**src/hdl/sci_pkg.sv**
```systemverilog
`default_nettype none

package sci_pkg;

	typedef logic [7:0] sci_addr_t;
	typedef logic [7:0] sci_data_t;
	typedef logic [2:0] sci_reg_t;

	// Plain strobe bus, channel in addr[7:3], register in addr[2:0]
	typedef struct packed {
		logic      req;
		logic      we;
		sci_addr_t addr;
		sci_data_t wdata;
	} sci_bus_t;

	typedef struct packed {
		logic eri;
		logic rxi;
		logic txi;
		logic tei;
	} sci_irq_t;

	// One-cycle enables from the prescaler
	typedef struct packed {
		logic ce4;
		logic ce16;
		logic ce64;
		logic ce256;
	} sci_ce_t;

	// Register offsets, 6 and 7 read as zero
	localparam sci_reg_t REG_SMR = 3'd0;
	localparam sci_reg_t REG_BRR = 3'd1;
	localparam sci_reg_t REG_SCR = 3'd2;
	localparam sci_reg_t REG_TDR = 3'd3;
	localparam sci_reg_t REG_SSR = 3'd4;
	localparam sci_reg_t REG_RDR = 3'd5;

	// SCR bits
	localparam int SCR_TIE  = 7;
	localparam int SCR_RIE  = 6;
	localparam int SCR_TE   = 5;
	localparam int SCR_RE   = 4;
	localparam int SCR_TEIE = 2;

	// SSR bits
	localparam int SSR_TDRE = 7;
	localparam int SSR_RDRF = 6;
	localparam int SSR_ORER = 5;
	localparam int SSR_FER  = 4;
	localparam int SSR_TEND = 2;

	localparam sci_data_t SSR_RESET = 8'h84;

	localparam int OVERSAMPLE = 16;

	// Interrupt causes per channel and their index in the vector
	localparam int IRQ_CAUSES = 4;
	localparam int CAUSE_ERI  = 0;
	localparam int CAUSE_RXI  = 1;
	localparam int CAUSE_TXI  = 2;
	localparam int CAUSE_TEI  = 3;

endpackage

`default_nettype wire

```
**src/hdl/sci_prescaler.sv**
```systemverilog
`timescale 1ns/10ps
`default_nettype none

module sci_prescaler (
	input  wire logic       CLK,
	input  wire logic       RST_N,
	output sci_pkg::sci_ce_t ce
);

	logic [7:0] div_cnt;

	// Strobes fire when the low bits of the counter are all ones
	always_ff @(posedge CLK or negedge RST_N) begin
		if (!RST_N) begin
			div_cnt <= '0;
			ce      <= '0;
		end else begin
			div_cnt  <= div_cnt + 8'd1;
			ce.ce4   <= &div_cnt[1:0];
			ce.ce16  <= &div_cnt[3:0];
			ce.ce64  <= &div_cnt[5:0];
			ce.ce256 <= &div_cnt[7:0];
		end
	end

endmodule

`default_nettype wire

```
**src/hdl/sci_bus_decode.sv**
```systemverilog
`timescale 1ns/10ps
`default_nettype none

module sci_bus_decode #(
	parameter  int NUM_CH = 2,
	localparam int CH_W   = (NUM_CH > 1) ? $clog2(NUM_CH) : 1
) (
	input  wire logic               CLK,
	input  wire logic               RST_N,
	input  wire sci_pkg::sci_bus_t  bus,
	output logic [NUM_CH-1:0]       sel,
	output logic                    we,
	output sci_pkg::sci_reg_t       offset,
	output sci_pkg::sci_data_t      wdata,
	output logic [CH_W-1:0]         rd_ch,
	output logic                    rd_hit
);
	import sci_pkg::*;

	logic [4:0] ch_field;
	logic       in_range;
	logic       rd_req;
	sci_reg_t   rd_off;

	assign ch_field = bus.addr[7:3];
	assign in_range = ch_field < NUM_CH;
	assign rd_req   = bus.req && !bus.we;

	always_comb begin
		sel = '0;
		for (int i = 0; i < NUM_CH; i++) begin
			sel[i] = bus.req && (ch_field == 5'(i));
		end
	end

	// Between accesses the channels keep showing the last read target
	assign offset = bus.req ? bus.addr[2:0] : rd_off;
	assign we     = bus.req && bus.we;
	assign wdata  = bus.wdata;

	always_ff @(posedge CLK or negedge RST_N) begin
		if (!RST_N) begin
			rd_ch  <= '0;
			rd_hit <= 1'b0;
			rd_off <= '0;
		end else if (rd_req) begin
			rd_ch  <= ch_field[CH_W-1:0];
			rd_hit <= in_range;
			rd_off <= bus.addr[2:0];
		end
	end

endmodule

`default_nettype wire

```
**src/hdl/sci_channel.sv**
```systemverilog
`timescale 1ns/10ps
`default_nettype none

module sci_channel (
	input  wire logic               CLK,
	input  wire logic               RST_N,
	input  wire logic               sel,
	input  wire logic               we,
	input  wire sci_pkg::sci_reg_t  offset,
	input  wire sci_pkg::sci_data_t wdata,
	input  wire sci_pkg::sci_ce_t   ce,
	input  wire logic               rxd,
	output logic                    txd,
	output sci_pkg::sci_data_t      rd_byte,
	output sci_pkg::sci_irq_t       irq
);
	import sci_pkg::*;

	localparam int TW = $clog2(OVERSAMPLE);

	logic [1:0] cks;
	sci_data_t  brr;
	sci_data_t  scr;
	sci_data_t  tdr;
	sci_data_t  rdr;
	sci_data_t  ssr;
	logic       tdre, rdrf, orer, fer, tend;
	logic       te, re, wr, wr_tdr, wr_ssr;

	logic       ce_sel, tick;
	sci_data_t  brr_cnt;

	logic          tx_busy, tx_line, tx_adv, tx_end, tx_load, tx_done;
	logic [3:0]    tx_bit;
	logic [TW-1:0] tx_tcnt;
	sci_data_t     tx_shift;

	logic          rxd_meta, rxd_s;
	logic          rx_busy, rx_smp, rx_stop, rx_ok, rx_ovr, rx_fer;
	logic [3:0]    rx_bit;
	logic [TW-1:0] rx_tcnt;
	sci_data_t     rx_shift;

	assign te     = scr[SCR_TE];
	assign re     = scr[SCR_RE];
	assign wr     = sel && we;
	assign wr_tdr = wr && (offset == REG_TDR);
	assign wr_ssr = wr && (offset == REG_SSR);

	always_ff @(posedge CLK or negedge RST_N) begin
		if (!RST_N) begin
			cks <= '0;
			brr <= '0;
			scr <= '0;
		end else if (wr) begin
			case (offset)
				REG_SMR: cks <= wdata[1:0];
				REG_BRR: brr <= wdata;
				REG_SCR: scr <= wdata;
				default: ;
			endcase
		end
	end

	// Sample tick every BRR+1 strobes of the selected divider output
	always_comb begin
		case (cks)
			2'd0:    ce_sel = ce.ce4;
			2'd1:    ce_sel = ce.ce16;
			2'd2:    ce_sel = ce.ce64;
			default: ce_sel = ce.ce256;
		endcase
	end

	assign tick = ce_sel && (brr_cnt == '0);

	always_ff @(posedge CLK or negedge RST_N) begin
		if (!RST_N)
			brr_cnt <= '0;
		else if (ce_sel)
			brr_cnt <= (brr_cnt == '0) ? brr : brr_cnt - 8'd1;
	end

	// Transmitter, bit 0 is start, 1..8 data, 9 stop
	assign tx_adv  = tx_busy && tick && (tx_tcnt == TW'(OVERSAMPLE - 1));
	assign tx_end  = tx_adv && (tx_bit == 4'd9);
	assign tx_load = te && !tdre && (!tx_busy || tx_end);
	assign tx_done = te && tx_end && tdre;

	always_ff @(posedge CLK or negedge RST_N) begin
		if (!RST_N) begin
			tx_busy <= 1'b0;
			tx_line <= 1'b1;
			tx_bit  <= '0;
			tx_tcnt <= '0;
		end else if (!te) begin
			tx_busy <= 1'b0;
			tx_line <= 1'b1;
		end else if (tx_load) begin
			tx_busy <= 1'b1;
			tx_line <= 1'b0;
			tx_bit  <= '0;
			tx_tcnt <= '0;
		end else if (tx_end) begin
			tx_busy <= 1'b0;
			tx_line <= 1'b1;
		end else if (tx_busy && tick) begin
			tx_tcnt <= tx_tcnt + 1'b1;
			if (tx_adv) begin
				tx_tcnt <= '0;
				tx_bit  <= tx_bit + 4'd1;
				tx_line <= (tx_bit == 4'd8) ? 1'b1 : tx_shift[0];
			end
		end
	end

	// Line idles high while the transmitter is off
	assign txd = tx_line | ~te;

	always_ff @(posedge CLK or negedge RST_N) begin
		if (!RST_N) begin
			rxd_meta <= 1'b1;
			rxd_s    <= 1'b1;
		end else begin
			rxd_meta <= rxd;
			rxd_s    <= rxd_meta;
		end
	end

	// Receiver samples on the 8th tick of each bit
	assign rx_smp  = rx_busy && tick && (rx_tcnt == TW'(OVERSAMPLE / 2 - 1));
	assign rx_stop = rx_smp && (rx_bit == 4'd9);
	assign rx_ok   = rx_stop && !rdrf && rxd_s;
	assign rx_ovr  = rx_stop && rdrf;
	assign rx_fer  = rx_stop && !rdrf && !rxd_s;

	always_ff @(posedge CLK or negedge RST_N) begin
		if (!RST_N) begin
			rx_busy <= 1'b0;
			rx_bit  <= '0;
			rx_tcnt <= '0;
		end else if (!re) begin
			rx_busy <= 1'b0;
		end else if (!rx_busy) begin
			if (tick && !rxd_s) begin
				rx_busy <= 1'b1;
				rx_bit  <= '0;
				rx_tcnt <= TW'(1);
			end
		end else if (tick) begin
			rx_tcnt <= rx_tcnt + 1'b1;
			if (rx_smp) begin
				rx_bit <= rx_bit + 4'd1;
				// High again at mid start bit means a glitch
				if ((rx_bit == 4'd0 && rxd_s) || rx_bit == 4'd9)
					rx_busy <= 1'b0;
			end
		end
	end

	always_ff @(posedge CLK) begin
		if (wr_tdr)
			tdr <= wdata;
		if (tx_load)
			tx_shift <= tdr;
		else if (tx_adv)
			tx_shift <= {1'b0, tx_shift[7:1]};
		if (rx_smp && rx_bit >= 4'd1 && rx_bit <= 4'd8)
			rx_shift <= {rxd_s, rx_shift[7:1]};
		if (rx_ok)
			rdr <= rx_shift;
	end

	// Status flags, software can only clear RDRF, ORER and FER
	always_ff @(posedge CLK or negedge RST_N) begin
		if (!RST_N) begin
			tdre <= SSR_RESET[SSR_TDRE];
			rdrf <= SSR_RESET[SSR_RDRF];
			orer <= SSR_RESET[SSR_ORER];
			fer  <= SSR_RESET[SSR_FER];
			tend <= SSR_RESET[SSR_TEND];
		end else begin
			if (tx_load)
				tdre <= 1'b1;
			if (tx_done)
				tend <= 1'b1;
			if (wr_tdr) begin
				tdre <= 1'b0;
				tend <= 1'b0;
			end
			if (wr_ssr) begin
				if (!wdata[SSR_RDRF])
					rdrf <= 1'b0;
				if (!wdata[SSR_ORER])
					orer <= 1'b0;
				if (!wdata[SSR_FER])
					fer <= 1'b0;
			end
			if (rx_ok)
				rdrf <= 1'b1;
			if (rx_ovr)
				orer <= 1'b1;
			if (rx_fer)
				fer <= 1'b1;
		end
	end

	always_comb begin
		ssr           = '0;
		ssr[SSR_TDRE] = tdre;
		ssr[SSR_RDRF] = rdrf;
		ssr[SSR_ORER] = orer;
		ssr[SSR_FER]  = fer;
		ssr[SSR_TEND] = tend;
	end

	always_comb begin
		case (offset)
			REG_SMR: rd_byte = {6'd0, cks};
			REG_BRR: rd_byte = brr;
			REG_SCR: rd_byte = scr;
			REG_TDR: rd_byte = tdr;
			REG_SSR: rd_byte = ssr;
			REG_RDR: rd_byte = rdr;
			default: rd_byte = '0;
		endcase
	end

	assign irq.txi = scr[SCR_TIE] & tdre;
	assign irq.rxi = scr[SCR_RIE] & rdrf;
	assign irq.eri = scr[SCR_RIE] & (orer | fer);
	assign irq.tei = scr[SCR_TEIE] & tend;

endmodule

`default_nettype wire

```
**src/hdl/sci_merge.sv**
```systemverilog
`timescale 1ns/10ps
`default_nettype none

module sci_merge #(
	parameter  int NUM_CH = 2,
	localparam int CH_W   = (NUM_CH > 1) ? $clog2(NUM_CH) : 1
) (
	input  wire logic                            CLK,
	input  wire logic                            RST_N,
	input  wire logic [CH_W-1:0]                 rd_ch,
	input  wire logic                            rd_hit,
	input  wire sci_pkg::sci_data_t [NUM_CH-1:0] ch_rd,
	input  wire sci_pkg::sci_irq_t [NUM_CH-1:0]  ch_irq,
	output sci_pkg::sci_data_t                   rd_data,
	output logic                                 irq,
	output logic [7:0]                           irq_vec
);
	import sci_pkg::*;

	logic [IRQ_CAUSES-1:0] cause [NUM_CH];

	// Out-of-range reads return zero
	always_ff @(posedge CLK or negedge RST_N) begin
		if (!RST_N)
			rd_data <= '0;
		else
			rd_data <= rd_hit ? ch_rd[rd_ch] : '0;
	end

	always_comb begin
		for (int c = 0; c < NUM_CH; c++) begin
			cause[c][CAUSE_ERI] = ch_irq[c].eri;
			cause[c][CAUSE_RXI] = ch_irq[c].rxi;
			cause[c][CAUSE_TXI] = ch_irq[c].txi;
			cause[c][CAUSE_TEI] = ch_irq[c].tei;
		end
	end

	// Scan from lowest priority up so the last hit wins
	always_comb begin
		irq     = 1'b0;
		irq_vec = '0;
		for (int c = NUM_CH - 1; c >= 0; c--) begin
			for (int k = IRQ_CAUSES - 1; k >= 0; k--) begin
				if (cause[c][k]) begin
					irq     = 1'b1;
					irq_vec = 8'(c * IRQ_CAUSES + k);
				end
			end
		end
	end

endmodule

`default_nettype wire

```
**src/hdl/sci_top.sv**
```systemverilog
`timescale 1ns/10ps
`default_nettype none

module sci_top #(
	parameter int NUM_CH = 2
) (
	input  wire logic              CLK,
	input  wire logic              RST_N,
	input  wire sci_pkg::sci_bus_t bus,
	output sci_pkg::sci_data_t     rd_data,
	input  wire logic [NUM_CH-1:0] rxd,
	output wire logic [NUM_CH-1:0] txd,
	output logic                   irq,
	output logic [7:0]             irq_vec
);
	import sci_pkg::*;

	localparam int CH_W = (NUM_CH > 1) ? $clog2(NUM_CH) : 1;

	sci_ce_t                     ce;
	logic [NUM_CH-1:0]           sel;
	logic                        we;
	sci_reg_t                    offset;
	sci_data_t                   wdata;
	logic [CH_W-1:0]             rd_ch;
	logic                        rd_hit;
	wire sci_data_t [NUM_CH-1:0] ch_rd;
	wire sci_irq_t [NUM_CH-1:0]  ch_irq;

	sci_prescaler u_prescaler (
		.CLK   (CLK),
		.RST_N (RST_N),
		.ce    (ce)
	);

	sci_bus_decode #(.NUM_CH(NUM_CH)) u_decode (
		.CLK    (CLK),
		.RST_N  (RST_N),
		.bus    (bus),
		.sel    (sel),
		.we     (we),
		.offset (offset),
		.wdata  (wdata),
		.rd_ch  (rd_ch),
		.rd_hit (rd_hit)
	);

	for (genvar i = 0; i < NUM_CH; i++) begin : g_ch
		sci_channel u_ch (
			.CLK     (CLK),
			.RST_N   (RST_N),
			.sel     (sel[i]),
			.we      (we),
			.offset  (offset),
			.wdata   (wdata),
			.ce      (ce),
			.rxd     (rxd[i]),
			.txd     (txd[i]),
			.rd_byte (ch_rd[i]),
			.irq     (ch_irq[i])
		);
	end

	sci_merge #(.NUM_CH(NUM_CH)) u_merge (
		.CLK     (CLK),
		.RST_N   (RST_N),
		.rd_ch   (rd_ch),
		.rd_hit  (rd_hit),
		.ch_rd   (ch_rd),
		.ch_irq  (ch_irq),
		.rd_data (rd_data),
		.irq     (irq),
		.irq_vec (irq_vec)
	);

endmodule

`default_nettype wire

```
**config.mk**
```make
export PLATFORM = sky130hd
export DESIGN_NAME = sci_top
export DESIGN_NICKNAME = d
export VERILOG_FILES = /design/src/hdl/sci_pkg.sv /design/src/hdl/sci_prescaler.sv /design/src/hdl/sci_bus_decode.sv /design/src/hdl/sci_channel.sv /design/src/hdl/sci_merge.sv /design/src/hdl/sci_top.sv
export SDC_FILE = /design/constraint.sdc
export NUM_CORES = 1
export LEC_CHECK = 0
export BUFFER_PORTS_ARGS = -buffer_cell sky130_fd_sc_hd__buf_2
export CORE_MARGIN = 2
export CORE_UTILIZATION = 56
export CTS_CLUSTER_DIAMETER = 120
export DETAILED_ROUTE_END_ITERATION = 8
export PLACE_DENSITY = 0.76
export SLEW_MARGIN = 25
export SYNTH_ARGS = -nofsm -noshare
export SYNTH_HDL_FRONTEND = slang
export SYNTH_SLANG_ARGS = --single-unit
```
**constraint.sdc**
```tcl
create_clock -name CLK -period 2.6 [get_ports CLK]
set_clock_uncertainty 0.15 [all_clocks]
set_input_delay 0.13 -clock CLK [delete_from_list [all_inputs] [get_ports CLK]]
set_output_delay 0.13 -clock CLK [all_outputs]
set_load 0.03 [all_outputs]
```
Yosys cells after proc, flatten, opt, wreduce, memory -nomap -nowiden
Cells that the tools add are included.

Flip-flop bits (word level): 193. Bits of input ports: 22. Output and inout port bits: 19. Logic and storage cells: 346.

$add $sub $neg: 11. Magnitude comparators: 6. Equality and inequality tests: 38. Muxes and demuxes: 113. Bitwise logic cells: 14. Reduce and logical (&&, ||, !) cells: 111.

Operators with widths (number): $mux W4 (30); $pmux W8 S6 (2); $mux W8 (9); $mux W1 (61); $logic_and A1 B1 Y1 (48); $add A4 B1 Y4 const B (8); $eq A4 B4 Y1 const B (8); $reduce_bool A2 Y1 (16); $reduce_and A2 Y1 (15); $mux W3 (9); $reduce_and A4 Y1 (5); $logic_not A8 Y1 (2); $ne A2 B1 Y1 const B (8); $ne A4 B4 Y1 const B (4); $sub A8 B1 Y8 const B (2); $reduce_and A3 Y1 (4); $logic_not A1 Y1 (9); $add A8 B1 Y8 const B (1); $and A1 B1 Y1 (8); $eq A4 B3 Y1 const B (2); $ge A4 B1 Y1 const B (2); $le A4 B4 Y1 const B (2); $logic_not A4 Y1 (2); $ne A2 B2 Y1 const B (4); other kinds (18) (32).

Depth between registers and ports, before layout
Word-level depth: 10. Mapped depth: 9. Mapped depth without buffers: 8.

Hierarchy
From an unflattened synthesis, not the netlist that was laid out.

Cell total of the unflattened synthesis: 775. Area, all modules: 9270.1 um2.

By module, submodules not included: sci_channel (times used 2, cells an instance 339, area an instance 4022.6 um2); sci_merge (times used 1, cells an instance 44, area an instance 460.4 um2); sci_prescaler (times used 1, cells an instance 27, area an instance 422.9 um2); sci_bus_decode (times used 1, cells an instance 26, area an instance 341.6 um2).

Worst setup path before layout
OpenSTA, ideal clock, no wires.

Path kind: flip-flop to flip-flop. Start: reg u_decode.rd_off[2]. End: reg g_ch[0].u_ch.tdr[0], enable pin. Library setup time: 401 ps. Arrival time: 1969 ps. Data required time: 2049 ps. Slack: 80 ps. Stages on the path, launching flop included: 5. Path buffers: 1. Cells stage by stage: dfrtp_1 > mux2i_4 > buf_2 > nand2_2 > nor4_1.

Longest elaborated chain between the ends: 3.

RTL lines: start: declaration (line sci_bus_decode.sv:23) `sci_reg_t rd_off;`; start signal: assignment (line sci_bus_decode.sv:49) `rd_off <= bus.addr[2:0];`; $mux W3 (line sci_bus_decode.sv:37) `assign offset = bus.req ? bus.addr[2:0] : rd_off;`; $eq A3 B2 Y1 (line sci_channel.sv:47) `assign wr_tdr = wr && (offset == REG_TDR);`; $logic_and A1 B1 Y1 (line sci_channel.sv:47); net g_ch[0].u_ch.wr_tdr (line sci_channel.sv:28) `logic te, re, wr, wr_tdr, wr_ssr;`; end signal: assignment (line sci_channel.sv:163) `tdr <= wdata;`; end: declaration (line sci_channel.sv:24) `sci_data_t tdr;`.

The timed path passes the listed nets, and every way through them passes these cells. A chain may end at the register's enable or synchronous reset.

Worst setup path after layout
Start: reg g_ch[1].u_ch.brr_cnt[1]. End: reg g_ch[1].u_ch.rx_bit[1].

Longest elaborated chain between the ends: 6. Elaborated cells on any way between the ends: 9. Classes of those cells: eq/ne (2); reduce/logical (7).

RTL lines: start: declaration (line sci_channel.sv:31) `sci_data_t brr_cnt;`; start signal: assignment (line sci_channel.sv:81) `brr_cnt <= (brr_cnt == '0) ? brr : brr_cnt - 8'd1;`; $logic_not A8 Y1 * (line sci_channel.sv:75) `assign tick = ce_sel && (brr_cnt == '0);`; $logic_and A1 B1 Y1 * (line sci_channel.sv:75); $logic_and A1 B1 Y1 (2 in series) (line sci_channel.sv:131) `assign rx_smp = rx_busy && tick && (rx_tcnt == TW'(OVERSAMPLE / 2 - 1));`; $ne A2 B2 Y1 (no source line); $reduce_and A4 Y1 (no source line) *; end signal: assignment (line sci_channel.sv:153) `rx_bit <= rx_bit + 4'd1;`; end: declaration (line sci_channel.sv:40) `logic [3:0] rx_bit;`.

Mark *: on every way between the ends. The rest lies on a longest branch, timed or not.

==> results.sh <==
export IMPL_dr_pass1_iters=8
export IMPL_fillCellCount=1197
export IMPL_p_int_mw=4.98
export IMPL_hold_violations=0
export IMPL_yosysTopAreaCell="dfrtp_1"
export IMPL_root_buffer="clkbuf_16"
export IMPL_synthesis_area_um2=9170
export IMPL_critPathArrivalTime_ns=2.59
export IMPL_insertedDiodeCount=0
export IMPL_synthDistinctLibCells=77
export IMPL_cpLargestDelayFamily="simple AND/OR/NAND/NOR gates"
export IMPL_dpl_hpwl_mm=15.3
export IMPL_wl_mm=21.3
export IMPL_synth_edf_count=64
export IMPL_ys_top_cells_by_count="nand2_1 (120), dfrtp_1 (119), edfxtp_1 (64)"
export IMPL_cp_buffers_inverters=2
export IMPL_core_um2=15900
export IMPL_power_density_nw_per_um2=670
export IMPL_clockBufferDepth=2
export IMPL_synthArstFlopShare_pct=66.8
export IMPL_ys_seq_elements=193
export IMPL_min_period_ns=2.44
export IMPL_synth_area_leaders="dfrtp_1 (32%), edfxtp_1 (21%), mux2_2 (5.4%)"
export IMPL_area_delta_synth_final_pct=14.6
export IMPL_cp_data_required_time_ns=2.76
export IMPL_slowest_stage="nor4b_4"
export IMPL_drive_gt1_share_pct=20.8
export IMPL_clk_pin_slew_worst_paths_ns=0.07
export IMPL_grt_first_pass_wirelength_mm=34.6
export IMPL_fin_cells=1113
export IMPL_fmax_mhz=410
export IMPL_design_die_area_um2=17400
export IMPL_synth_top_cell_area_share_pct=32.5
export IMPL_final_core_util_pct=65.9
export IMPL_antenna_found_initial=0
export IMPL_h_tree_depth=4
export IMPL_vdd_drop_max_v=0.000449
export IMPL_grt_overflow_total=0
export IMPL_min_path_type="in -> reg"
export IMPL_yosys_warnings=0
export IMPL_reg2reg_slack_ns=0.16
export IMPL_setup_tns_ns=0
export IMPL_p_sw_share_pct=29.2
export IMPL_slew_viol_final=0
export IMPL_tightest_slew_ns=0.661
export IMPL_fp_dieW_um=132
export IMPL_cts_tree="yes"
export IMPL_routed_via_count=6748
export IMPL_fp_dieH_um=132
export IMPL_grt_pass1_vias=6677
export IMPL_grt_max_degree=49
export IMPL_multi_input_area_um2=3770
export IMPL_io_pins=41
export IMPL_endpoint_kind="register"
export IMPL_ys_seq_area_share_pct=56.3
export IMPL_synth_ff_type="dfrtp_1"
export IMPL_synth_most_common_cell="nand2_1"
export IMPL_drv_cap=0
export IMPL_crit_path_start_kind="register"
export IMPL_routedWlPerCell_um=19.2
export IMPL_leakage_nw=4.53
export IMPL_cpPeakStageDelay_ns=0.41
export IMPL_cts_made_buffers=17
export IMPL_rows=46
export IMPL_finalNetCount=929
export IMPL_slew_headroom_pct=55.0
export IMPL_clkLatencyLatePin_ns=0.44
export IMPL_synthCells=804
export IMPL_critPathMaxFanout=7
export IMPL_period_share_pct=93.7
export IMPL_synth_area_per_cell_um2=11.4
export IMPL_seq_area_um2=5160
export IMPL_rsz0062_at_grt="false"
export IMPL_setup_violations=0
export IMPL_p_clk_share_pct=35.9
export IMPL_p_seq_share_pct=50.2
export IMPL_postRouteAntennaNets=0
export IMPL_pwr_share_comb_pct=14.0
export IMPL_port_buffers=35
export IMPL_cp_cell_sequence="inv_1 > ha_1 > nor3b_2 > buf_4 > and2_1 > nand2_1 > nor4b_4 > o31ai_1"
export IMPL_drc=0
export IMPL_clock_sinks=193
export IMPL_initial_core_util_pct=57.5
export IMPL_status="finished clean"
export IMPL_drt_iter0_drc=629
export IMPL_via_per_inst=6.06
export IMPL_grtUsageTotal_pct=25.3
export IMPL_routabilityCongestion=0.919
export IMPL_dp_cells=1061
export IMPL_p_switching_mw=2.06
export IMPL_worstSetupPathType="reg -> reg"
-- cells by family after synthesis --
logic type      after synthesis  share of synthesized area [%]
mux                          58                           7.73
simple gates                288                           16.2
other cells                   1                         0.0409
buf+inv                      56                           2.88
xor+xnor                     17                           1.62
flops                       193                           56.3
compound gates              168                           12.2
fa+ha+maj                    23                           3.14
-- worst paths after layout --
check	to	start	depth (start not counted)
worst max-delay path	g_ch[1].u_ch.rx_bit[1]	g_ch[1].u_ch.brr_cnt[1]	8
worst min-delay path	u_decode.rd_off[1]	bus[16]	3
worst max register to register	g_ch[1].u_ch.rx_bit[1]	g_ch[1].u_ch.brr_cnt[1]	8
worst min register to register	g_ch[1].u_ch.rxd_s	g_ch[1].u_ch.rxd_meta	0
max in group asynchronous	g_ch[0].u_ch.tx_line	RST_N	3
min in group asynchronous	g_ch[0].u_ch.scr[2]	RST_N	2
-- flip-flops by register name, summed over array words and instances, names as in the netlist, 3 cells and up --
name,cells
u_decode.rd_off,3
g_ch.u_ch.rdr,16
g_ch.u_ch.scr,16
g_ch.u_ch.cks,4
u_merge.rd_data,8
g_ch.u_ch.rx_shift,16
g_ch.u_ch.tdr,16
u_prescaler.div_cnt,8
g_ch.u_ch.brr,16
g_ch.u_ch.tx_bit,8
u_prescaler.ce,4
g_ch.u_ch.rx_bit,8
g_ch.u_ch.brr_cnt,16
g_ch.u_ch.rx_tcnt,8
g_ch.u_ch.tx_shift,16
g_ch.u_ch.tx_tcnt,8
-- power groups by stage --
| stage | sequential, mW | combinational, mW | clock (mW) |
|---|---|---|---|
| finish | 3.53 | 0.984 | 2.53 |
| floorplan | 3.53 | 0.667 | 0 |
| global placement | 3.57 | 0.908 | 0 |
| global route | 3.56 | 1.09 | 2.70 |
| CTS | 3.53 | 0.964 | 2.57 |
| detailed placement | 3.59 | 0.942 | 0 |
-- through the flow --
stage	hold WS (ns)	worst slack, ns	area (µm²)	power [mW]
detailed placement	0.0545	0.127	9750	4.53
global placement	0.0456	0.233	9750	4.48
global route	0.0229	0.000900	10500	7.35
finish	0.0228	0.164	10500	7.04
CTS	0.00465	0.114	10500	7.06
floorplan	-0.316	0.0797	9190	4.20
-- per-layer routing --
metal	track usage, %	share of wire (%)
met4	10.1	2.8
met2	38.9	47
met5	0	0
met3	5.46	7.9
met1	35.3	43
-- layout by cell type, fill, tap and decap left out, types with 23 or more instances in the layout --
| cell | n |
|---|---|
| buf_4 | 31 |
| o21ai_0 | 43 |
| nand2_1 | 120 |
| mux2_2 | 44 |
| nand3_1 | 24 |
| buf_2 | 34 |
| ha_1 | 23 |
| dfrtp_1 | 119 |
| edfxtp_1 | 64 |
| a21oi_1 | 40 |
| nor2_1 | 55 |
| inv_1 | 28 |
-- worst min-delay path, cell delays in order --
cell	delay, ns
buf_2	0.10
nor2b_1	0.11
mux2_2	0.24
-- layout make-up --
| type | count | area share, % |
|---|---|---|
| inverter | 28 | 1.00 |
| clock inverter | 15 | 1.36 |
| timing repair buffer | 85 | 6.02 |
| sequential | 193 | 49.1 |
| tap | 216 | 2.57 |
| clock buffer | 17 | 4.05 |
| multi-input combinational | 559 | 35.9 |
-- repair_timing --
item | in CTS | in global routing
hold buffers | 17 | 0
gates resized for setup | 0 | 1
setup endpoints to repair | 0 | 20
buffers inserted | 0 | 3
endpoints found under the hold margin | 107 | 0
No activity file was read; power rests on OpenSTA's default activity.
